<file path="src/verilog/adc_chan_settings.svh">
`ifndef ADC_CHAN_SETTINGS_SVH
`define ADC_CHAN_SETTINGS_SVH

////////////////////////////////////////////////////////////////////////////
// sample and word widths
////////////////////////////////////////////////////////////////////////////

// raw ADC sample width
`define ADC_BITS 12

// FIFO and readout word width
`define WORD_BITS 16

////////////////////////////////////////////////////////////////////////////
// memory depths and window sizes
////////////////////////////////////////////////////////////////////////////

`define HIST_BITS 10    // history buffer address, 1024 samples
`define FIFO_BITS 7     // output FIFO address, 128 words

// pedestal window is 2**PED_BITS samples
`define PED_BITS 4

`define WIN_BITS 9      // window length field width

`endif

</file>
<file path="src/verilog/adc_chan_pkg.sv">
`default_nettype none

`include "adc_chan_settings.svh"

package adc_chan_pkg;

	typedef logic [`ADC_BITS-1:0]  adc_sample_t;   // raw ADC sample
	typedef logic [`WORD_BITS-1:0] word_t;         // FIFO and readout word

	// channel configuration, one 32-bit Wishbone register
	typedef struct packed {
		logic [5:0]             chan;       // channel number for the control word
		logic [`WIN_BITS-1:0]   win_len;    // samples per block, zero disables readout
		logic [`HIST_BITS-1:0]  win_beg;    // first sample this many samples before trigger
		logic                   invert;     // 1 gives pedestal minus sample
		logic                   ped_inh;    // freeze the used pedestal
		logic                   trig_mask;  // ignore adc_trig
		logic [3:0]             spare;
	} chan_cfg_t;

	// status register contents
	typedef struct packed {
		logic [`FIFO_BITS:0]    used;       // committed words waiting in the FIFO
		logic [15:0]            missed;     // blocks dropped on a full FIFO
	} chan_status_t;

	// one builder write into the FIFO
	typedef struct packed {
		logic                   we;
		logic [`WIN_BITS-1:0]   offset;     // word position inside the block
		word_t                  data;
		logic                   commit;     // last word, publish the block
	} fifo_wr_t;

	// block builder FSM
	typedef enum logic [2:0] {
		ST_IDLE,
		ST_CONTROL,
		ST_TRIGGER,
		ST_TIME,
		ST_COPY,
		ST_COMMIT
	} build_state_t;

	// Wishbone register map
	typedef enum logic [1:0] {
		REG_CONFIG = 2'd0,
		REG_STATUS = 2'd1,
		REG_PED    = 2'd2,
		REG_DATA   = 2'd3
	} wb_reg_e;

endpackage

`default_nettype wire

</file>
<file path="src/verilog/wb_regs.sv">
`default_nettype none

`include "adc_chan_settings.svh"

module wb_regs (
	input  wire                                ADCCLK,
	input  wire                                rst,
	input  wire                                wb_cyc,
	input  wire                                wb_stb,
	input  wire                                wb_we,
	input  wire adc_chan_pkg::wb_reg_e         wb_adr,
	input  wire [31:0]                         wb_dat_w,
	output logic [31:0]                        wb_dat_r,
	output logic                               wb_ack,
	input  wire adc_chan_pkg::adc_sample_t     ped,
	input  wire adc_chan_pkg::chan_status_t    status,
	input  wire adc_chan_pkg::word_t           head,
	input  wire                                empty,
	output adc_chan_pkg::chan_cfg_t            cfg,
	output logic                               pop
);

	import adc_chan_pkg::*;

	logic   access;     // new cycle, ack not yet given
	logic   rd_data;    // read of the data register
	word_t  data_word;

	assign access    = wb_cyc & wb_stb & ~wb_ack;
	assign rd_data   = access & ~wb_we & (wb_adr == REG_DATA);
	assign data_word = empty ? '0 : head;   // empty FIFO reads as zero

	////////////////////////////////////////////////////////////////////////////
	// handshake and config
	////////////////////////////////////////////////////////////////////////////

	// ack one clock after cyc and stb, held for a single clock
	always_ff @(posedge ADCCLK) begin
		if (rst) begin
			wb_ack <= 1'b0;
			pop    <= 1'b0;
			cfg    <= '0;
		end else begin
			wb_ack <= access;
			pop    <= rd_data & ~empty;     // FIFO advances as ack ends
			if (access && wb_we && (wb_adr == REG_CONFIG))
				cfg <= wb_dat_w;            // other writes only get an ack
		end
	end

	// read data is valid together with ack
	always_ff @(posedge ADCCLK) begin
		if (access && !wb_we) begin
			case (wb_adr)
			REG_CONFIG: wb_dat_r <= cfg;
			REG_STATUS: wb_dat_r <= {8'd0, status};
			REG_PED:    wb_dat_r <= {{(32-`ADC_BITS){1'b0}}, ped};
			REG_DATA:   wb_dat_r <= {16'd0, data_word};
			default:    wb_dat_r <= '0;
			endcase
		end
	end

endmodule

`default_nettype wire

</file>
<file path="config.mk">
export PLATFORM = sky130hd
export DESIGN_NAME = wb_regs
export DESIGN_NICKNAME = d
export VERILOG_FILES = /design/src/verilog/adc_chan_pkg.sv /design/src/verilog/wb_regs.sv
export VERILOG_INCLUDE_DIRS = /design/src /design/src/verilog
export SDC_FILE = /design/constraint.sdc
export NUM_CORES = 1
export LEC_CHECK = 0
export ABC_CLOCK_PERIOD_IN_PS = 6400
export BUFFER_PORTS_ARGS = -buffer_cell sky130_fd_sc_hd__buf_2
export CAP_MARGIN = 20
export CORE_MARGIN = 4
export CORE_UTILIZATION = 45
export CTS_BUF_LIST = sky130_fd_sc_hd__clkbuf_8
export DETAILED_ROUTE_END_ITERATION = 10
export MAX_ROUTING_LAYER = met4
export PLACE_DENSITY = 0.84
export RECOVER_POWER = 50
export SLEW_MARGIN = 10
export SYNTH_ARGS = -nofsm -noshare
export SYNTH_HDL_FRONTEND = slang
export SYNTH_SLANG_ARGS = --single-unit
export TNS_END_PERCENT = 10
</file>
<file path="constraint.sdc">
create_clock -name ADCCLK -period 6.4 [get_ports ADCCLK]
set_clock_uncertainty 0.05 [all_clocks]
set_input_delay 0 -clock ADCCLK [delete_from_list [all_inputs] [get_ports ADCCLK]]
set_output_delay 0 -clock ADCCLK [all_outputs]
set_load 0.03 [all_outputs]
</file>
==> metrics.md <==
| Metric | Value |
|---|---|
| Status | `finished, violations left` |
| Failing checks | `capacitance limit, slew limit` |
| Clk_lat worst skew | `0.32 ns` |
| Final hold vios | `0` |
| Internal Pwr Total | `0.669 mW` |
| Slowest library cell on the worst path | `clkbuf_1` |
| Worst r2r src | `wb_ack` |
| First-pass GRT wire length | `13,200 um` |
| Synth Warn # | `0` |
| Period utilization | `0.319` |
| Combinational share of power | `0.154` |
| Pwr/cell area | `196 mW/mm^2` |
| Clock Sinks | `66` |
| Post-route ant nets | `0` |
| Vias post-DR | `2,562` |
| Total wire length | `8510 um` |
| Slew headroom | `-0.280` |
| Total net switching power | `0.211 mW` |
| Syn nets | `338` |
| Slew Viols, Final | `28` |
| Floorplan row count | `30` |
| Crit path launch type | `input pin` |
| Sum Neg Setup Slack | `0 ns` |
| HP Start | `status[1]` |
| Final instance area | `0.00449 sq mm` |
| Crit-path max FO | `27` |
| Sw Share | `0.240` |
| Cells after Synth | `246` |
| Seq pwr share | `0.520` |
| I/O pins | `158` |
| CTS Buf Count | `9` |
| Synthesized area | `0.00312 sq mm` |
| CTS tree | `built` |
| Fraction of layout cells with a size suffix above 1 | `0.261` |
| Die Area | `0.00832 sq mm` |
| Die X | `91.2 um` |
| P_leak | `1.75 nW` |
| RSZ-0062 raised after global routing | `no` |
| Largest net degree at the start of global routing | `67` |
| Drt drc | `0` |
| Maximum Capacitance Violations | `1` |
| Wire length per cell | `16.0 um` |
| Max Root-Sink Buffers | `2` |
| H-tree depth | `3` |
| Area after DPL | `0.00392 sq mm` |
| Vias in the first global route | `2,679` |
| Core area | `0.00676 sq mm` |
| Iter 0 DRT Violations | `75` |
| Setup Viol. Count Final | `0` |
| Tot GR Track Use | `0.208` |
| WP data required | `6.42 ns` |
| CTS Root Buffer Type | `clkbuf_8` |
| Max incr delay on CP | `1.35 ns` |
| Most frequent cells in the layout | `90 x buf_2, 67 x clkbuf_1, 64 x nand2b_1` |
| Util after Layout | `0.665` |
| Vias per cell | `4.81` |
| Area grow syn2layout | `44.2%` |
| Final nets | `539` |
| Gpl congestion | `0.775` |
| Commonest non-fill, non-tap cell in the layout | `buf_2` |
| Max Clk Rate | `490 MHz` |
| Arr. time, crit path | `2.06 ns` |
| Hpwl dp | `5360 um` |
| Distinct cells, synth | `17` |
| First-pass DRT Iterations | `4` |
| Worst-path cell chain | `clkbuf_1 > nor2_1 > and2_1` |
| Seq cells post-synth | `66` |
| Starting Density | `0.461` |
| Crit Path Class | `in2reg` |
| Antenna violations before repair | `0` |
| Clk slew on worst S/H paths | `0.07 ns` |
| Crit end category | `flop` |
| Hold Path Class | `in2reg` |
| Die Span Y | `91.2 um` |
| Worst-Margin Slew | `1.92 ns` |
| Setup Fix Bufs, Post-CTS | `0` |
| Crit. Startpoint | `wb_adr[0]` |
| Period minus WS final | `2.04 ns` |
| Mean post-synth cell area | `12.7 sq um` |
| Port bufs | `157` |
| Seq/Total Area, Yosys | `0.527` |
| VDD IR max | `0.000115 V` |
| Clk network pwr share | `0.327` |
| Gr ovfl total | `0` |
==> through the flow <==
stage               setup WS [ns]  total power [mW]  std cells  hold slack (ns)
global route                 4.20             0.920        532          0.00106
floorplan                    3.93             0.533        246            0.105
global placement             4.76             0.575        467            0.211
detailed placement           4.71             0.579        467            0.218
finish                       4.36             0.879        533           0.0193
CTS                          4.70             0.890        530         0.000320
==> worst paths after layout <==
path	end	slack, ns	depth (start not counted)
max	wb_dat_r[31]	4.36	3
min	wb_dat_r[1]	0.02	2
max reg2reg	cfg[19]	4.71	4
min reg2reg	cfg[26]	0.43	2
==> power by group through the flow <==
stage	logic [mW]	clock network [mW]	registers (mW)
6_report	0.135	0.287	0.457
5_1_grt	0.146	0.316	0.457
4_1_cts	0.136	0.298	0.456
3_5_place_dp	0.113	0	0.466
3_3_place_gp	0.110	0	0.465
2_1_floorplan	0.0499	0	0.484
==> cells by family after synthesis <==
logic type | after synthesis | share of synthesized area
simple gates | 103 | 0.208
flops | 66 | 0.527
mux | 56 | 0.228
buf+inv | 17 | 0.0309
compound gates | 4 | 0.00643
==> flip-flops by register name (all words and copies together), names as in the netlist <==
| register | cells |
|---|---|
| cfg | 32 |
| wb_dat_r | 32 |
| pop | 1 |
| wb_ack | 1 |
==> final cells by class <==
class | instances | area (sq um)
Sequential cell | 66 | 1640
Tap cell | 80 | 100
Clock inverter | 6 | 25.0
Fill cell | 537 | 2260
Timing Repair Buffer | 207 | 1200
Clock buffer | 10 | 138
Multi-Input combinational cell | 163 | 1390
Antenna cell | 1 | 2.50
==> critical path: cells and delay by family <==
family / cells / cell delay, ns
buffers and inverters: 1 / 1.35
AND/OR/NAND/NOR: 2 / 0.70
==> metal layers <==
metal	routed length (um)	up-vias	track usage
li1	-	1257	-
met3	424	10	0.0398
met1	3380	1197	0.229
met5	0	-	-
met4	94	0	0.0716
met2	4610	98	0.374
==> what timing repair did <==
item	4_1_cts	5_1_grt
resized for setup	0	0
hold buffers	47	2
endpoints found under the hold margin	46	2
setup endpoints to repair	0	0
==> cell usage after synthesis <==
library cell | number | area share
nor2b_1 | 13 | 0.026
o21ai_0 | 4 | 0.0064
and4b_1 | 1 | 0.0032
buf_4 | 1 | 0.0024
clkbuf_1 | 8 | 0.0096
nand3_1 | 4 | 0.0064
dfxtp_1 | 34 | 0.22
nand2b_1 | 64 | 0.13
edfxtp_1 | 32 | 0.31
buf_2 | 5 | 0.0080
buf_6 | 3 | 0.011
nand3b_4 | 1 | 0.0064
mux4_2 | 12 | 0.087
mux2i_1 | 44 | 0.14
nor2_1 | 11 | 0.013
and2_1 | 8 | 0.016
nor4b_4 | 1 | 0.0076
No activity file was read; power rests on OpenSTA's default activity.
