`config.mk`:
```
export PLATFORM = sky130hd
export DESIGN_NAME = event_fifo
export DESIGN_NICKNAME = d
export VERILOG_FILES = /design/src/verilog/adc_chan_pkg.sv /design/src/verilog/event_fifo.sv
export VERILOG_INCLUDE_DIRS = /design/src /design/src/verilog
export SDC_FILE = /design/constraint.sdc
export NUM_CORES = 2
export LEC_CHECK = 0
export BUFFER_PORTS_ARGS = -buffer_cell sky130_fd_sc_hd__buf_2
export CORE_MARGIN = 1.5
export CORE_UTILIZATION = 57
export DETAILED_ROUTE_END_ITERATION = 7
export PLACE_DENSITY = 0.76
export SYNTH_ARGS = -nofsm -noshare
export SYNTH_HDL_FRONTEND = slang
export SYNTH_SLANG_ARGS = --single-unit
```
`constraint.sdc`:
```
create_clock -name ADCCLK -period 4.2 [get_ports ADCCLK]
set_clock_uncertainty 0.15 [all_clocks]
set_input_delay 0.84 -clock ADCCLK [delete_from_list [all_inputs] [get_ports ADCCLK]]
set_output_delay 0.84 -clock ADCCLK [all_outputs]
set_load 0.02 [all_outputs]
```
`src/verilog/adc_chan_settings.svh`:
```
`ifndef ADC_CHAN_SETTINGS_SVH
`define ADC_CHAN_SETTINGS_SVH

////////////////////////////////////////////////////////////////////////////
// sample and word widths
////////////////////////////////////////////////////////////////////////////

// raw ADC sample width
`define ADC_BITS 12

// FIFO and readout word width
`define WORD_BITS 16

////////////////////////////////////////////////////////////////////////////
// memory depths and window sizes
////////////////////////////////////////////////////////////////////////////

`define HIST_BITS 10    // history buffer address, 1024 samples
`define FIFO_BITS 7     // output FIFO address, 128 words

// pedestal window is 2**PED_BITS samples
`define PED_BITS 4

`define WIN_BITS 9      // window length field width

`endif

```
`src/verilog/adc_chan_pkg.sv`:
```
`default_nettype none

`include "adc_chan_settings.svh"

package adc_chan_pkg;

	typedef logic [`ADC_BITS-1:0]  adc_sample_t;   // raw ADC sample
	typedef logic [`WORD_BITS-1:0] word_t;         // FIFO and readout word

	// channel configuration, one 32-bit Wishbone register
	typedef struct packed {
		logic [5:0]             chan;       // channel number for the control word
		logic [`WIN_BITS-1:0]   win_len;    // samples per block, zero disables readout
		logic [`HIST_BITS-1:0]  win_beg;    // first sample this many samples before trigger
		logic                   invert;     // 1 gives pedestal minus sample
		logic                   ped_inh;    // freeze the used pedestal
		logic                   trig_mask;  // ignore adc_trig
		logic [3:0]             spare;
	} chan_cfg_t;

	// status register contents
	typedef struct packed {
		logic [`FIFO_BITS:0]    used;       // committed words waiting in the FIFO
		logic [15:0]            missed;     // blocks dropped on a full FIFO
	} chan_status_t;

	// one builder write into the FIFO
	typedef struct packed {
		logic                   we;
		logic [`WIN_BITS-1:0]   offset;     // word position inside the block
		word_t                  data;
		logic                   commit;     // last word, publish the block
	} fifo_wr_t;

	// block builder FSM
	typedef enum logic [2:0] {
		ST_IDLE,
		ST_CONTROL,
		ST_TRIGGER,
		ST_TIME,
		ST_COPY,
		ST_COMMIT
	} build_state_t;

	// Wishbone register map
	typedef enum logic [1:0] {
		REG_CONFIG = 2'd0,
		REG_STATUS = 2'd1,
		REG_PED    = 2'd2,
		REG_DATA   = 2'd3
	} wb_reg_e;

endpackage

`default_nettype wire

```
`src/verilog/event_fifo.sv`:
```
`default_nettype none

`include "adc_chan_settings.svh"

module event_fifo (
	input  wire                                ADCCLK,
	input  wire                                rst,
	input  wire adc_chan_pkg::fifo_wr_t        wr,
	input  wire adc_chan_pkg::chan_cfg_t       cfg,
	input  wire                                pop,
	output logic                               block_fits,
	output adc_chan_pkg::word_t                head,
	output logic [`FIFO_BITS:0]                used,
	output logic                               empty
);

	import adc_chan_pkg::*;

	// pointers carry one extra bit so a full FIFO differs from an empty one
	logic [`FIFO_BITS:0]    rd_ptr;
	logic [`FIFO_BITS:0]    blk_end;    // end of committed data, base of the block in progress
	logic [`FIFO_BITS:0]    rd_next;
	logic [`FIFO_BITS:0]    free;
	logic [`WIN_BITS:0]     need;       // words in a full block
	logic [`FIFO_BITS-1:0]  waddr;

	word_t                  fifo_mem [2**`FIFO_BITS];

	assign used  = blk_end - rd_ptr;
	assign empty = (used == '0);
	assign free  = {1'b1, {`FIFO_BITS{1'b0}}} - used;

	// window plus control, trigger and time words
	assign need       = {1'b0, cfg.win_len} + 2'd3;
	assign block_fits = {{(`WIN_BITS-`FIFO_BITS){1'b0}}, free} >= need;

	assign waddr   = blk_end[`FIFO_BITS-1:0] + wr.offset[`FIFO_BITS-1:0];
	assign rd_next = rd_ptr + {{`FIFO_BITS{1'b0}}, pop & ~empty};

	////////////////////////////////////////////////////////////////////////////
	// storage
	////////////////////////////////////////////////////////////////////////////

	// head reads ahead so it already shows the next word after a pop
	always_ff @(posedge ADCCLK) begin
		if (wr.we)
			fifo_mem[waddr] <= wr.data;
		head <= fifo_mem[rd_next[`FIFO_BITS-1:0]];
	end

	always_ff @(posedge ADCCLK) begin
		if (rst) begin
			rd_ptr  <= '0;
			blk_end <= '0;
		end else begin
			rd_ptr <= rd_next;
			if (wr.we && wr.commit)
				blk_end <= blk_end + wr.offset[`FIFO_BITS:0] + 1'b1;   // whole block at once
		end
	end

endmodule

`default_nettype wire

```
==> metrics.md <==
| Metric | Value |
|---|---|
| Initial antenna violation count | 9 |
| Final-stage net count | approximately 4600 |
| Clk sinks | 2080 |
| CORE AREA | 141000 um^2 |
| RSZ-0062 raised after global routing | true |
| Share of the synthesized area in the top cell type | 0.759 |
| Area leader, netlist | edfxtp_1 |
| Fmax | 0.208 GHz |
| Commonest cells in the netlist | edfxtp_1, mux4_2, nor2_1 |
| Gr ovfl total | 0 |
| RR Startpoint | blk_end[0] |
| Synth cell types | between 50 and 60 |
| Clk_lat worst skew | 850 ps |
| CTS clk-pin slew, worst paths | around 60 ps |
| Post-Syn Area | 81100 um^2 |
| Post-layout min period | 4820 ps |
| Routed WL | 222 mm |
| Horiz. Die Dim | ~380 um |
| Largest net degree at the start of global routing | 103 |
| TritonCTS clock tree | built |
| Starting Density | 0.573 |
| CTS root buf | clkbuf_16 |
| Hold_ws | approximately 240 ps |
| Syn_nets | ~3900 |
| CP Class | flip-flop to primary output |
| Min-Delay Endpoint | rd_ptr[7] |
| Clock power frac | 0.363 |
| Design Power | 0.0492 W |
| Final non-filler cell total | about 6600 |
| CTS Buffer Depth | 3 |
| Area contributors post-synth | edfxtp_1, mux4_2, mux2i_1 |
| IO buf count | 63 |
| Comb pwr share | 0.167 |
| Final setup viols | 18 |
| Min-delay src | rst |
| Leakage power figure | 32.0 nW |
| Ys async rst share | 0 |
| CP Capture Type | primary output |
| Drt drc | 0 |
| Synth Instances | about 3800 |
| Synthesized area per cell | roughly 21 um^2 |
| Cell area power density | 502 nW/um^2 |
| Crit path DAT | 3830 ps |
| I/O pin count | 88 |
| Area Growth Syn to Fin | 21.0% |
| Violations in the final reports | setup timing |
| Sequential fraction of the synthesis area | 0.767 |
| Final HPWL DP | 126 mm |
| Switching share of total power | 0.244 |
| Startpoint types | flip-flop |
| Post-route setup slack | -617 ps |
| RR Endpoint | head[9] |
| Worst-Margin Slew | about 1300 ps |
| Synthesis Warnings | 0 |
| Cts-stage hold buffer count | 0 |
| Worst Path Required | 3210 ps |
| NetSw | approximately 0.012 W |
| Hold Crit Depth | 2 |
| Top FF cell, synth | edfxtp_1 |
| Slew Limit Headroom | 0.113 |
| Power Internal | 0.0372 W |
| WL/cell | 33.7 um |
| Max Slew Vio Count | 0 |
| Setup slack on the worst flop-to-flop path | -620 ps |
| Most numerous cell in the Yosys netlist | edfxtp_1 |
| Global placement routability congestion | 0.901 |
| Tcrit/Tclk final | 1.15 |
| Gr usage total | 0.310 |
| Vias/cell | 6.65 |
| Total number of vias | around 44000 |
| Post-synth EDFFs | roughly 2000 |
| Initial DRC Count | 6739 |
| Rows | approximately 140 |
| CTS Buf Count | 194 |
| Placed Cells | slightly above 6000 |
| Outcome | finished with violations |
| MaxCap Viol Count | 0 |
| H-tree levels | 4 |
| Hold Crit Class | primary input to flip-flop |
| Final Hold Viols | 0 |
| Max VDD drop | between 0.3 and 0.4 mV |
| Fill cells | 7847 |
| Worst Reg-to-Reg Cells | 24 |
| Share of layout cells above drive strength 1 | 0.362 |
| Reg power frac | 0.470 |
| DIE HEIGHT | 380 um |
| DRT Pass-1 Iters | 5 |
| Max Fanout on Critical Path | 2 |
| Die area | ~140000 um^2 |
| Vias in the first global route | 44400 |
| Routed Antenna Nets | 0 |
| Yosys reg bits | around 2100 |
| First-pass GRT wire length | around 320 mm |
per-stage QoR:
| step | setup WS [ps] | util | TNS, ps | area, um^2 |
|---|---|---|---|---|
| 6_report | -617 | 0.693 | -9210 | 98000 |
| 5_1_grt | -748 | 0.693 | -11510 | 98000 |
| 4_1_cts | -603 | 0.692 | -9520 | 97800 |
| 3_5_place_dp | -839 | 0.634 | -10250 | 89700 |
| 3_3_place_gp | -889 | 0.634 | -10540 | 89700 |
| 2_1_floorplan | 3.06 | - | 0 | 81500 |
power by group through the flow:
| stage | clock network [W] | registers, W | logic, W |
|---|---|---|---|
| after global placement | 0 | 0.0236 | 0.00692 |
| after global routing | 0.0187 | 0.0231 | 0.00855 |
| after floorplan | 0 | 0.0235 | 0.00436 |
| after detailed placement | 0 | 0.0236 | 0.00703 |
| after CTS | 0.0179 | 0.0231 | 0.00802 |
| final | 0.0179 | 0.0231 | 0.00822 |
area by class of cell:
type | instances | area, um^2 | share of cell area
clock inverters | 121 | 1340 | 0.0136
multi-input cells | 1515 | 18700 | 0.191
clock buffers | 238 | 5060 | 0.0516
repair buffers | 712 | 8310 | 0.0848
flip-flops and latches | 2080 | 62100 | 0.634
inverters | 19 | 73.8 | 0.000753
diodes | 2 | 5.00 | 0.0000510
well taps | 1890 | 2360 | 0.0241
how the worst max path moves through the flow:
stage          slack [ps]  startpoint          to
4_1_cts              -600  blk_end[0]  block_fits
6_report             -620  blk_end[0]  block_fits
3_3_place_gp         -890  blk_end[0]    head[15]
5_1_grt              -750  blk_end[0]     head[9]
2_1_floorplan           3   rd_ptr[4]     head[4]
3_5_place_dp         -840  blk_end[0]    head[15]
cell families (layout without fill, tap and decap cells):
logic type,Yosys count,in the layout,synth area share
adders and majority gates,31,31,0.00506
and+or+nand+nor,559,559,0.0304
buffers and inverters,230,1090,0.0134
muxes,609,609,0.157
AOI/OAI and AO/OA,274,274,0.0234
xor gates and xnor gates,42,42,0.00463
DFF,2080,2080,0.767
other,0,2,0
worst max-delay path, cell delays in order (launching register included):
cell     delay (ps)
dfxtp_2         320
inv_2            60
ha_4            120
inv_2            30
fa_2            320
a21o_1          170
a21oi_2         140
buf_4           150
xnor2_4          70
buf_6           120
nor3b_4         170
buf_4           140
xor2_2          150
buf_6           180
ha_4            210
o21ai_2         160
a21oi_2          50
o31a_1          270
buf_6           140
per-layer routing:
metal,up-vias,routed length (um),track usage
met5,-,23,0
met2,3407,107000,0.487
met4,4,11400,0.140
met3,590,27500,0.0737
li1,17300,-,-
met1,22500,76200,0.418
repair_timing:
item,4_1_cts,5_1_grt
endpoints found under the setup margin,17,18
gates resized for setup,160,67
gates cloned,18,0
setup buffers,45,6
pin swaps,53,34
sequential cells by signal (all words and copies together) (netlist names):
signal	flops
fifo_mem	2048
head	16
blk_end	8
rd_ptr	8
layout by cell type (no fill, tap or decap), types with 33 or more instances in the layout:
| cell type | n |
|---|---|
| a211oi_1 | 52 |
| a211oi_2 | 46 |
| a21oi_1 | 47 |
| and2_1 | 54 |
| buf_12 | 190 |
| buf_2 | 45 |
| buf_4 | 422 |
| clkbuf_1 | 42 |
| clkbuf_16 | 196 |
| clkinv_1 | 33 |
| clkinv_2 | 42 |
| edfxtp_1 | 2048 |
| mux2i_1 | 61 |
| mux4_2 | 527 |
| nand2_1 | 183 |
| nor2_1 | 194 |
No activity file was read; power rests on OpenSTA's default activity.
