`src/verilog/adc_chan_settings.svh`:
```
`ifndef ADC_CHAN_SETTINGS_SVH
`define ADC_CHAN_SETTINGS_SVH

////////////////////////////////////////////////////////////////////////////
// sample and word widths
////////////////////////////////////////////////////////////////////////////

// raw ADC sample width
`define ADC_BITS 12

// FIFO and readout word width
`define WORD_BITS 16

////////////////////////////////////////////////////////////////////////////
// memory depths and window sizes
////////////////////////////////////////////////////////////////////////////

`define HIST_BITS 10    // history buffer address, 1024 samples
`define FIFO_BITS 7     // output FIFO address, 128 words

// pedestal window is 2**PED_BITS samples
`define PED_BITS 4

`define WIN_BITS 9      // window length field width

`endif

```
`src/verilog/adc_chan_pkg.sv`:
```
`default_nettype none

`include "adc_chan_settings.svh"

package adc_chan_pkg;

	typedef logic [`ADC_BITS-1:0]  adc_sample_t;   // raw ADC sample
	typedef logic [`WORD_BITS-1:0] word_t;         // FIFO and readout word

	// channel configuration, one 32-bit Wishbone register
	typedef struct packed {
		logic [5:0]             chan;       // channel number for the control word
		logic [`WIN_BITS-1:0]   win_len;    // samples per block, zero disables readout
		logic [`HIST_BITS-1:0]  win_beg;    // first sample this many samples before trigger
		logic                   invert;     // 1 gives pedestal minus sample
		logic                   ped_inh;    // freeze the used pedestal
		logic                   trig_mask;  // ignore adc_trig
		logic [3:0]             spare;
	} chan_cfg_t;

	// status register contents
	typedef struct packed {
		logic [`FIFO_BITS:0]    used;       // committed words waiting in the FIFO
		logic [15:0]            missed;     // blocks dropped on a full FIFO
	} chan_status_t;

	// one builder write into the FIFO
	typedef struct packed {
		logic                   we;
		logic [`WIN_BITS-1:0]   offset;     // word position inside the block
		word_t                  data;
		logic                   commit;     // last word, publish the block
	} fifo_wr_t;

	// block builder FSM
	typedef enum logic [2:0] {
		ST_IDLE,
		ST_CONTROL,
		ST_TRIGGER,
		ST_TIME,
		ST_COPY,
		ST_COMMIT
	} build_state_t;

	// Wishbone register map
	typedef enum logic [1:0] {
		REG_CONFIG = 2'd0,
		REG_STATUS = 2'd1,
		REG_PED    = 2'd2,
		REG_DATA   = 2'd3
	} wb_reg_e;

endpackage

`default_nettype wire

```
`src/verilog/event_builder.sv`:
```
`default_nettype none

`include "adc_chan_settings.svh"

module event_builder (
	input  wire                                ADCCLK,
	input  wire                                rst,
	input  wire adc_chan_pkg::chan_cfg_t       cfg,
	input  wire                                adc_trig,
	input  wire [2:0]                          trig_time,
	input  wire [`HIST_BITS-1:0]               hist_waddr,
	input  wire adc_chan_pkg::word_t           hist_rdata,
	output logic [`HIST_BITS-1:0]              hist_raddr,
	input  wire                                block_fits,
	output adc_chan_pkg::fifo_wr_t             wr,
	output logic [15:0]                        missed_cnt
);

	import adc_chan_pkg::*;

	build_state_t           state;
	logic [`WIN_BITS-1:0]   cnt;        // window samples still to copy
	logic [`HIST_BITS-1:0]  trig_addr;  // history address of the trigger sample
	logic [2:0]             ttime;      // latched fine trigger time
	logic [9:0]             tnum;       // sequential trigger number
	logic                   parity;     // block parity, toggles per block
	logic                   trig_ok;

	assign trig_ok = adc_trig & ~cfg.trig_mask;

	////////////////////////////////////////////////////////////////////////////
	// block FSM
	////////////////////////////////////////////////////////////////////////////

	// wr is registered, so the FIFO sees each word one clock after its state
	// and the commit lands on the edge that leaves ST_COMMIT
	always_ff @(posedge ADCCLK) begin
		if (rst) begin
			state      <= ST_IDLE;
			wr.we      <= 1'b0;
			wr.commit  <= 1'b0;
			tnum       <= '0;
			parity     <= 1'b0;
			missed_cnt <= '0;
		end else begin
			wr.we     <= 1'b0;
			wr.commit <= 1'b0;
			case (state)
			ST_IDLE: begin
				if (trig_ok) begin
					// sample of this edge sits one slot past the write pointer
					trig_addr <= hist_waddr + 1'b1;
					ttime     <= trig_time;
					cnt       <= cfg.win_len;
					if (cfg.win_len == '0) begin
						state <= ST_IDLE;                       // readout off
					end else if (!block_fits) begin
						missed_cnt <= missed_cnt + 16'd1;       // whole block dropped
					end else begin
						state <= ST_CONTROL;
					end
				end
			end
			ST_CONTROL: begin
				wr.we     <= 1'b1;
				wr.offset <= '0;
				wr.data   <= {1'b1, cfg.chan, cnt + `WIN_BITS'd3};   // length counts header words
				state     <= ST_TRIGGER;
			end
			ST_TRIGGER: begin
				wr.we      <= 1'b1;
				wr.offset  <= wr.offset + 1'b1;
				wr.data    <= {1'b0, 3'b001, parity, 1'b0, tnum};     // master type
				hist_raddr <= trig_addr - cfg.win_beg;               // first window sample
				state      <= ST_TIME;
			end
			ST_TIME: begin
				wr.we      <= 1'b1;
				wr.offset  <= wr.offset + 1'b1;
				wr.data    <= {13'd0, ttime};
				hist_raddr <= hist_raddr + 1'b1;    // first sample is on hist_rdata next
				state      <= ST_COPY;
			end
			ST_COPY: begin
				wr.we      <= 1'b1;
				wr.offset  <= wr.offset + 1'b1;
				wr.data    <= {1'b0, hist_rdata[14:0]};   // bit 15 marks control words only
				hist_raddr <= hist_raddr + 1'b1;
				cnt        <= cnt - 1'b1;
				if (cnt == `WIN_BITS'd1) begin
					wr.commit <= 1'b1;
					state     <= ST_COMMIT;
				end
			end
			ST_COMMIT: begin
				// block is published on this edge, so number it now
				tnum   <= tnum + 10'd1;
				parity <= ~parity;
				state  <= ST_IDLE;
			end
			default: state <= ST_IDLE;
			endcase
		end
	end

endmodule

`default_nettype wire

```
`config.mk`:
```
export PLATFORM = sky130hd
export DESIGN_NAME = event_builder
export DESIGN_NICKNAME = d
export VERILOG_FILES = /design/src/verilog/adc_chan_pkg.sv /design/src/verilog/event_builder.sv
export VERILOG_INCLUDE_DIRS = /design/src /design/src/verilog
export SDC_FILE = /design/constraint.sdc
export NUM_CORES = 1
export LEC_CHECK = 0
export BUFFER_PORTS_ARGS = -buffer_cell sky130_fd_sc_hd__buf_4
export CORE_ASPECT_RATIO = 0.7
export CORE_MARGIN = 10
export CORE_UTILIZATION = 54
export CTS_CLUSTER_DIAMETER = 60
export DETAILED_ROUTE_END_ITERATION = 6
export GPL_ROUTABILITY_DRIVEN = 0
export GPL_TIMING_DRIVEN = 0
export PLACE_DENSITY = 0.83
export SLEW_MARGIN = 20
export SYNTH_ARGS = -nofsm -noshare
export SYNTH_HDL_FRONTEND = slang
export SYNTH_SLANG_ARGS = --single-unit
```
`constraint.sdc`:
```
create_clock -name ADCCLK -period 6.6 [get_ports ADCCLK]
set_input_delay 0.66 -clock ADCCLK [delete_from_list [all_inputs] [get_ports ADCCLK]]
set_output_delay 0.66 -clock ADCCLK [all_outputs]
set_load 0.02 [all_outputs]
```
==> impl_metrics.tcl, run 1 <==
set metrics [dict create \
    fin_crit_sh_pct 40.61 \
    clkTransAtPathRegs_ns 0.07 \
    port_buffers 109 \
    hp-class "in -> reg" \
    synth.avg_cell_area_um2 9.819 \
    ys_types 47 \
    syn-num-nets 568 \
    holdCritStartpoint "trig_time[0]" \
    core_area_um2 8548 \
    r2r_slack_ns 3.92 \
    synth_ff_type "edfxtp_1" \
    report.final.slew_viol_count 0 \
    timing.hold.ws_ns 0.4923 \
    cap_violations 0 \
    std_cell_rows 28 \
    ir_drop_mv 0.2121 \
    finalSetupViolCount 0 \
    switchingPower_w 0.0003748 \
    io_pins 118 \
    post-route-drc-count 0 \
    yosysWarnings 0 \
    worstPathArrival_ns 2.65 \
    num-fill-cells 652 \
    vias 4151 \
    end_kind "flop" \
    start_kind "flop" \
    synth-seq-cells 89 \
    wl_um 13110 \
    die_area_um2 13060 \
    max_freq_mhz 373.1 \
    n_antenna_cell 0 \
    grt_max_degree 26 \
    drtIter0Drc 508 \
    dp_cells 718 \
    clk_path_buf_depth 2 \
    powerDensity_nw_per_um2 230.7 \
    r2r-start "state[2]$_SDFFE_PP0P_" \
    holdBufCountCts 0 \
    pwr-share-seq_pct 46.5 \
    worst_r2r_path_depth 5 \
    status "completed" \
    first_global_vias 4071 \
    syn2layout_area_growth_pct 27.48 \
    critPathMaxFanout 25 \
    clockRootBuffer "clkbuf_16" \
    grt_antenna_before_repair 0 \
    clock_skew_ns 0.008628 \
    post_cts_resized 0 \
    internal_power_w 0.001029 \
    stdcell_count 734 \
    clk_latency_ns 0.35 \
    grt_overflow 0 \
    worst-setup-path-type "reg -> reg" \
    finalCriticalPeriod_ns 2.681 \
    initial_core_util_pct 55.83 \
    cts_buffers 9 \
    ant_nets 0 \
    dr.pass1.iters 5 \
    dp_hpwl_um 10110 \
    totalPowerFinal_w 0.001403 \
    rr_endpoint "wr[20]$_DFFE_PP_" \
    worst_pin_slew_ns 0.8245 \
    cts_max_level 3 \
    drive_above_1_share_pct 22.15 \
    finalSetupTns_ns 0 \
    synth_async_sr_flop_share_pct 0 \
    power_frac_comb_pct 16.7 \
    critPathMaxStageDelay_ns 0.63 \
    clock_power_share_pct 36.8 \
    synth_edf_count 57 \
    via_per_inst 5.655 \
    cp_cell_sequence "buf_2, nor3b_1, clkbuf_1, nor2_1, nor2_4" \
    rsz0062_at_grt "false" \
    wl_per_cell_um 17.86 \
    whs_path_depth 1 \
    switching_share_pct 26.71 \
    slowest_stage "nor2_4" \
    ys_seq_area_share_pct 49.29 \
    relSlewSlack_pct 44.83 \
    netlist_area_um2 4772 \
    cts_sinks 89 \
    worstPathRequired_ns 6.57 \
    fp.dieW_um 132.4 \
    whs_endpoint "ttime[0]$_DFFE_PP_" \
    final_net_count 691 \
    fp.dieH_um 98.65 \
    leakage_nw 2.400 \
    tritoncts "yes" \
    synthCells 486 \
    hold_violations 0 \
    cts_setup_buffers 0 \
    grt_pass1_wl_um 20780 \
    grt_usage_pct 19.43 \
]
-- through the flow --
| stage | util, % | instance area [um^2] | setup WS (ns) |
|---|---|---|---|
| floorplan | - | 4772 | 3.733 |
| global route | 71.17 | 6083 | 3.717 |
| finish | 71.17 | 6083 | 3.919 |
| detailed placement | 67.56 | 5776 | 3.975 |
| CTS | 71.17 | 6083 | 3.937 |
| global placement | 67.15 | 5741 | 2.981 |
-- state kept, by name (all words and copies together) (netlist names) --
| register | flops |
|---|---|
| hist_raddr | 10 |
| missed_cnt | 16 |
| trig_addr | 10 |
| ttime | 3 |
| parity | 1 |
| state | 3 |
| tnum | 10 |
| cnt | 9 |
| wr | 27 |
-- layout make-up --
class | count | area, um^2 | area share [%]
well taps | 120 | 150.1 | 2.468
plain buffers | 18 | 68.82 | 1.131
inverters | 18 | 67.56 | 1.111
repair buffers | 112 | 833.3 | 13.70
clock buffers | 11 | 275.3 | 4.525
multi-input cells | 361 | 2303 | 37.87
clock inverters | 5 | 32.53 | 0.5348
flip-flops and latches | 89 | 2352 | 38.67
-- cell families after synthesis --
group | Yosys count | synth area share [%]
muxes | 3 | 0.6817
and+or+nand+nor | 193 | 20.16
AOI/OAI and AO/OA | 92 | 12.11
DFF | 89 | 49.29
adders and majority gates | 17 | 4.615
buffers and inverters | 36 | 2.858
xor gates and xnor gates | 56 | 10.28
-- how the worst max path moves through the flow --
stage	end	depth (start not counted)	start	slack, ns
final	wr[20]$_DFFE_PP_	5	state[2]$_SDFFE_PP0P_	3.92
after global routing	wr[20]$_DFFE_PP_	5	state[2]$_SDFFE_PP0P_	3.72
after CTS	wr[15]$_DFFE_PP_	5	state[2]$_SDFFE_PP0P_	3.94
after detailed placement	wr[5]$_DFFE_PP_	5	state[2]$_SDFFE_PP0P_	3.98
after global placement	cnt[2]$_DFFE_PP_	2	rst	2.98
after floorplan	cnt[0]$_DFFE_PP_	2	rst	3.73
-- critical path, delay by kind of cell, from the launching register on --
family,cells,cell delay [ns]
simple gates,3,1.25
buf+inv,2,0.71
flops,1,0.34
-- power groups by stage --
stage                     clock [W]  sequential [W]  combinational [W]
final                      0.000517        0.000652           0.000234
after global routing       0.000543        0.000655           0.000255
after detailed placement          0        0.000664           0.000232
after global placement            0        0.000663           0.000219
after floorplan                   0        0.000682           0.000111
after CTS                  0.000523        0.000652           0.000234
-- synthesized netlist by cell type (all sizes together) (6+ instances only) --
cell type	n	area share, %
or3	8	1.0
and3	12	1.6
ha	16	4.2
a21oi	16	1.7
nor3	9	1.2
clkbuf	16	1.3
nand2	41	3.2
nand3	29	3.0
o21a	6	0.94
xnor2	25	4.6
nor2	54	4.2
xor2	31	5.7
o21ai	35	3.7
inv	18	1.4
dfxtp	32	13
edfxtp	57	36
a22oi	7	1.1
nand4	11	1.6
-- layout by cell type, fill, tap and decap left out, types with 3 or more instances in the layout --
cell type and instances:
o21a_1 6, o31ai_1 5, buf_4 109, a22oi_1 7
xor2_1 31, buf_2 4, nor2b_1 5, inv_1 18
xnor2_1 25, and2_1 5, and4_1 3, a21oi_1 16
a32oi_1 4, o21ai_0 35, nand3_1 29, a21o_1 3
and3_1 12, nor4_1 4, dfxtp_1 32, nand2_1 41
a31oi_1 3, nand2b_1 3, nor2_1 53, a22o_1 3
clkbuf_1 16, nand4_1 10, clkbuf_16 11, edfxtp_1 57
ha_1 16, nor3_1 8, or3_1 8
-- layer usage --
layer / share of wire (%) / GRT usage [%] / vias to the layer above
met5: 0 / 0 / -
met4: 1.3 / 6.745 / 0
met3: 6.8 / 5.325 / 21
met2: 48 / 31.43 / 151
met1: 44 / 24.62 / 1970
li1: - / - / 2009
(Power assumes the default switching activity.)
==> run 2: changes to the inputs <==
==> constraint.sdc (replaced) <==
create_clock -name ADCCLK -period 2.5 [get_ports ADCCLK]
set_input_delay 0.25 -clock ADCCLK [delete_from_list [all_inputs] [get_ports ADCCLK]]
set_output_delay 0.25 -clock ADCCLK [all_outputs]
set_load 0.02 [all_outputs]
==> run 2 against run 1 <==
  * Register-to-register slack worse by 3.8 ns
  * Total power grew to 2.7 times the previous value
  * Largest cell class unchanged
  * Global-route usage is 0.45 points lower
  * Sequential power grew to 2.6 times the previous value
  * Maximum frequency is 15% higher
  * First-iteration DRC count is 15% lower
  * Worst setup slack worse by 3.8 ns
  * Clock-buffer cell count stayed put
  * Via count is 0.65% lower
==> impl_metrics.tcl, run 2 (synthesis gave the netlist of run 1 again) <==
set metrics [dict create \
    via_per_inst 5.611 \
    finalSetupViolCount 0 \
    switching_share_pct 25.85 \
    initial_core_util_pct 55.83 \
    pre_cts_slack_ns -0.1901 \
    r2r_slack_ns 0.16 \
    final_net_count 692 \
    finalCriticalPeriod_ns 2.336 \
    fp.dieH_um 98.65 \
    worst_pin_slew_ns 0.7042 \
    cts_sinks 89 \
    most-common-layout-cells "buf_4, edfxtp_1, nor2_1" \
    path_depth 5 \
    ir_drop_mv 0.4445 \
    top_register "wr" \
    drtIter0Drc 434 \
    clockRootBuffer "clkbuf_16" \
    cap_violations 0 \
    pwr-share-seq_pct 45.7 \
    io_pins 118 \
    hp-class "in -> reg" \
    cp_cell_sequence "buf_2, nor3b_1, clkbuf_2, nor2_1, nor2_4" \
    wl_um 12690 \
    die_area_um2 13060 \
    grt_overflow 0 \
    critPathLaunch "state[2]$_SDFFE_PP0P_" \
    worst-setup-path-type "reg -> reg" \
    timing.hold.ws_ns 0.08540 \
    vias 4124 \
    power_frac_comb_pct 16.6 \
    critPathMaxStageDelay_ns 0.47 \
    tritoncts "yes" \
    max_freq_mhz 428.1 \
    grt_pass1_wl_um 20310 \
    grt_max_degree 16 \
    critPathMaxFanout 13 \
    rsz0062_at_grt "false" \
    crit_buf_inv 2 \
    switchingPower_w 0.0009713 \
    clkTransAtPathRegs_ns 0.06 \
    setup_ws_ns 0.1638 \
    first_global_vias 4013 \
    fp.dieW_um 132.4 \
    clock_skew_ns 0.005048 \
    relSlewSlack_pct 53.06 \
    worstPathArrival_ns 2.32 \
    slowest_stage "nor3b_1" \
    wl_per_cell_um 17.26 \
    ant_nets 0 \
    core_area_um2 8548 \
    cp_top_family "simple AND/OR/NAND/NOR gates" \
    final_common_cell "buf_4" \
    clock_power_share_pct 37.7 \
    status "completed" \
    syn2layout_area_growth_pct 28.11 \
    largest_reg_flops 27 \
    port_buffers 109 \
    drive_above_1_share_pct 22.76 \
    worst_r2r_path_depth 5 \
    fin_crit_sh_pct 93.45 \
    dr.pass1.iters 5 \
    cts_buffers 9 \
    grt_usage_pct 18.97 \
    n_antenna_cell 0 \
    finalSetupTns_ns 0 \
    reg.largest.list "wr x27, missed_cnt x16" \
    endpoint "wr[5]$_DFFE_PP_" \
    std_cell_rows 28 \
    end_kind "flop" \
    worstPathRequired_ns 2.48 \
    dp_hpwl_um 9707 \
    clk_path_buf_depth 2 \
    grt_antenna_before_repair 0 \
    r2r-start "state[2]$_SDFFE_PP0P_" \
    powerDensity_nw_per_um2 614.8 \
    holdBufCountCts 0 \
    start_kind "flop" \
    hold_violations 0 \
    rr_endpoint "wr[5]$_DFFE_PP_" \
    clk_latency_ns 0.34 \
    report.final.slew_viol_count 0 \
    post-route-drc-count 0 \
    cts_setup_buffers 0 \
    internal_power_w 0.002787 \
    leakage_nw 2.409 \
    cts_max_level 3 \
]
[run 2: power groups by stage]
stage | registers [W] | clock network [W] | logic [W]
2_1_floorplan | 0.00180 | 0 | 0.000295
3_3_place_gp | 0.00175 | 0 | 0.000581
3_5_place_dp | 0.00175 | 0 | 0.000608
4_1_cts | 0.00172 | 0.00144 | 0.000622
5_1_grt | 0.00173 | 0.00150 | 0.000679
6_report | 0.00172 | 0.00142 | 0.000623
[run 2: how the worst min path moves through the flow]
stage / from / end / slack (ns) / depth (start not counted)
after floorplan: trig_time[0] / ttime[0]$_DFFE_PP_ / 0.35 / 0
after global placement: trig_time[1] / ttime[1]$_DFFE_PP_ / 0.43 / 1
after detailed placement: trig_time[1] / ttime[1]$_DFFE_PP_ / 0.43 / 1
after CTS: trig_time[1] / ttime[1]$_DFFE_PP_ / 0.08 / 1
after global routing: trig_time[0] / ttime[0]$_DFFE_PP_ / 0.07 / 1
final: trig_time[1] / ttime[1]$_DFFE_PP_ / 0.09 / 1
[run 2: layer usage]
metal | wire, um | up-vias | part of all wire (%) | track usage (%)
li1 | - | 2004 | - | -
met1 | 5728 | 1918 | 45 | 25.15
met2 | 5804 | 179 | 46 | 29.51
met3 | 940 | 23 | 7.4 | 5.477
met4 | 214 | 0 | 1.7 | 5.734
met5 | 0 | - | 0 | 0
[run 2: area by class of cell]
| cell class | instances | area, um^2 |
|---|---|---|
| clock inverters | 5 | 58.81 |
| fillers | 637 | 2435 |
| flip-flops and latches | 89 | 2352 |
| well taps | 120 | 150.1 |
| repair buffers | 112 | 833.3 |
| multi-input cells | 362 | 2317 |
| clock buffers | 11 | 264.0 |
| plain buffers | 18 | 70.07 |
| inverters | 18 | 67.56 |
[run 2: metrics by stage]
| stage | cell area [um^2] | util [%] | power, W | cells |
|---|---|---|---|---|
| after detailed placement | 5776 | 67.56 | 0.002358 | 718 |
| after global routing | 6113 | 71.52 | 0.003904 | 735 |
| after floorplan | 4776 | - | 0.002095 | 486 |
| final | 6113 | 71.52 | 0.003758 | 735 |
| after CTS | 6111 | 71.49 | 0.003783 | 735 |
| after global placement | 5744 | 67.20 | 0.002330 | 715 |
[run 2: repair_timing]
item,CTS,global route
cloned,1,0
gates resized for setup,2,1
pin swaps,1,0
endpoints found under the setup margin,25,10
==> run 3: changes to the inputs <==
--- a/config.mk
+++ b/config.mk
@@ -9,12 +9,13 @@
 export BUFFER_PORTS_ARGS = -buffer_cell sky130_fd_sc_hd__buf_4
 export CORE_ASPECT_RATIO = 0.7
 export CORE_MARGIN = 10
-export CORE_UTILIZATION = 54
+export CORE_UTILIZATION = 55
+export CTS_BUF_LIST = sky130_fd_sc_hd__clkbuf_2 sky130_fd_sc_hd__clkbuf_4 sky130_fd_sc_hd__clkbuf_8
 export CTS_CLUSTER_DIAMETER = 60
 export DETAILED_ROUTE_END_ITERATION = 6
 export GPL_ROUTABILITY_DRIVEN = 0
 export GPL_TIMING_DRIVEN = 0
-export PLACE_DENSITY = 0.83
+export PLACE_DENSITY = 0.84
 export SLEW_MARGIN = 20
 export SYNTH_ARGS = -nofsm -noshare
 export SYNTH_HDL_FRONTEND = slang
==> run 3 against run 2 <==
  * Largest power group unchanged
  * Clock skew up 0.0058 ns
  * Worst setup slack better by 0.055 ns
  * Final area down 0.82%
  * Critical path type unchanged
==> impl_metrics.tcl, run 3 (synthesis gave the netlist of run 1 again) <==
set metrics [dict create \
    cts_buffers 9 \
    worst_r2r_path_depth 5 \
    rsz0062_at_grt "false" \
    largest_reg_flops 27 \
    whs_path_depth 1 \
    vias 4116 \
    finalSetupViolCount 0 \
    n_antenna_cell 0 \
    slowest_stage "clkbuf_1" \
    tritoncts "yes" \
    most-common-layout-cells "buf_4, edfxtp_1, nor2_1" \
    port_buffers 109 \
    final_net_count 694 \
    critPathLaunch "state[2]$_SDFFE_PP0P_" \
    hp-class "in -> reg" \
    clk_latency_ns 0.36 \
    leakage_nw 2.389 \
    die_area_um2 12860 \
    cap_violations 0 \
    grt_pass1_wl_um 20000 \
    clk_path_buf_depth 2 \
    dr.pass1.iters 5 \
    internal_power_w 0.002598 \
    critPathMaxFanout 12 \
    wl_per_cell_um 17.01 \
    powerDensity_nw_per_um2 582.3 \
    cts_sinks 89 \
    grt_overflow 0 \
    finalCriticalPeriod_ns 2.281 \
    grt_antenna_before_repair 0 \
    r2r_slack_ns 0.22 \
    whs_endpoint "ttime[1]$_DFFE_PP_" \
    critPathMaxStageDelay_ns 0.42 \
    holdCritStartpoint "trig_time[1]" \
    status "completed" \
    power_frac_comb_pct 18.1 \
    ir_drop_mv 0.4725 \
    pwr-share-seq_pct 48.7 \
    ant_nets 0 \
    reg.largest.list "wr x27, missed_cnt x16" \
    end_kind "flop" \
    first_global_vias 3997 \
    clkTransAtPathRegs_ns 0.09 \
    relSlewSlack_pct 51.73 \
    wl_um 12540 \
    switchingPower_w 0.0009331 \
    final_core_util_pct 71.81 \
    grt_usage_pct 18.70 \
    io_pins 118 \
    switching_share_pct 26.43 \
    cts_max_level 3 \
    rr_endpoint "wr[25]$_DFFE_PP_" \
    fin_crit_sh_pct 91.25 \
    drive_above_1_share_pct 23.01 \
    post-route-drc-count 0 \
    syn2layout_area_growth_pct 27.06 \
    start_kind "flop" \
    worst-setup-path-type "reg -> reg" \
    finish.instance_area_um2 6063 \
    fp.dieW_um 131.3 \
    worst_pin_slew_ns 0.7213 \
    initial_core_util_pct 56.52 \
    cp_cell_sequence "buf_2, nor3b_2, clkbuf_1, nor2_1, nor2_4" \
    grt_max_degree 16 \
    max_freq_mhz 438.4 \
    holdBufCountCts 0 \
    fp.dieH_um 97.93 \
    drtIter0Drc 308 \
    finalSetupTns_ns 0 \
    clock_power_share_pct 33.3 \
    setup_ws_ns 0.2187 \
    via_per_inst 5.585 \
    top_register "wr" \
    final_common_cell "buf_4" \
    worstPathRequired_ns 2.52 \
    clockRootBuffer "clkbuf_8" \
    worstPathArrival_ns 2.30 \
    hold_violations 0 \
    place_area_um2 5776 \
    pre_cts_slack_ns -0.1682 \
    dp_cells 718 \
    report.final.slew_viol_count 0 \
    stdcell_count 737 \
    core_area_um2 8443 \
    r2r-start "state[2]$_SDFFE_PP0P_" \
    dp_hpwl_um 9704 \
    std_cell_rows 28 \
    clock_skew_ns 0.01082 \
]
run 3: worst max-delay path by stage:
stage,cells after the start,slack [ns],end
2_1_floorplan,2,0.08,trig_addr[0]$_DFFE_PP_
3_3_place_gp,3,-0.65,trig_addr[0]$_DFFE_PP_
3_5_place_dp,5,-0.17,wr[12]$_DFFE_PP_
4_1_cts,4,0.04,hist_raddr[1]$_DFFE_PP_
5_1_grt,5,0.03,wr[25]$_DFFE_PP_
6_report,5,0.22,wr[25]$_DFFE_PP_
run 3: final cells by class:
| class | count | area [um^2] |
|---|---|---|
| multi-input cells | 362 | 2322 |
| clock buffers | 9 | 123.9 |
| well taps | 120 | 150.1 |
| plain buffers | 18 | 68.82 |
| flip-flops and latches | 89 | 2352 |
| repair buffers | 114 | 860.8 |
| clock inverters | 7 | 117.6 |
| fillers | 607 | 2380 |
| inverters | 18 | 67.56 |
run 3: power by group through the flow:
stage	combinational (W)	clock (W)	sequential (W)
finish	0.000638	0.00117	0.00172
detailed placement	0.000609	0	0.00175
global placement	0.000585	0	0.00175
floorplan	0.000295	0	0.00180
CTS	0.000635	0.00119	0.00172
global route	0.000697	0.00124	0.00173
run 3: routing by layer:
layer	track usage [%]	share of wire, %	vias up
met3	5.169	7.3	15
met5	0	0	-
met4	5.115	1.1	0
met1	24.98	45	1924
met2	29.22	46	163
li1	-	-	2014
run 3: repair_timing:
item                       4_1_cts  5_1_grt
buffers inserted                 2        0
resized for setup                1        2
pin swaps                        1        0
cloned                           1        0
setup endpoints to repair       25       35
run 3: per-stage QoR:
step	total power (W)	hold WS (ns)
floorplan	0.002095	0.3489
global placement	0.002333	0.4293
detailed placement	0.002359	0.4299
CTS	0.003545	0.06040
global route	0.003665	0.05100
finish	0.003531	0.07527
run 3: worst max-delay path: cells and delay by family, from the launching register on:
kind                   cells  cell delay, ns
AND/OR/NAND/NOR            3            0.95
buffers and inverters      2            0.64
flip-flops                 1            0.35
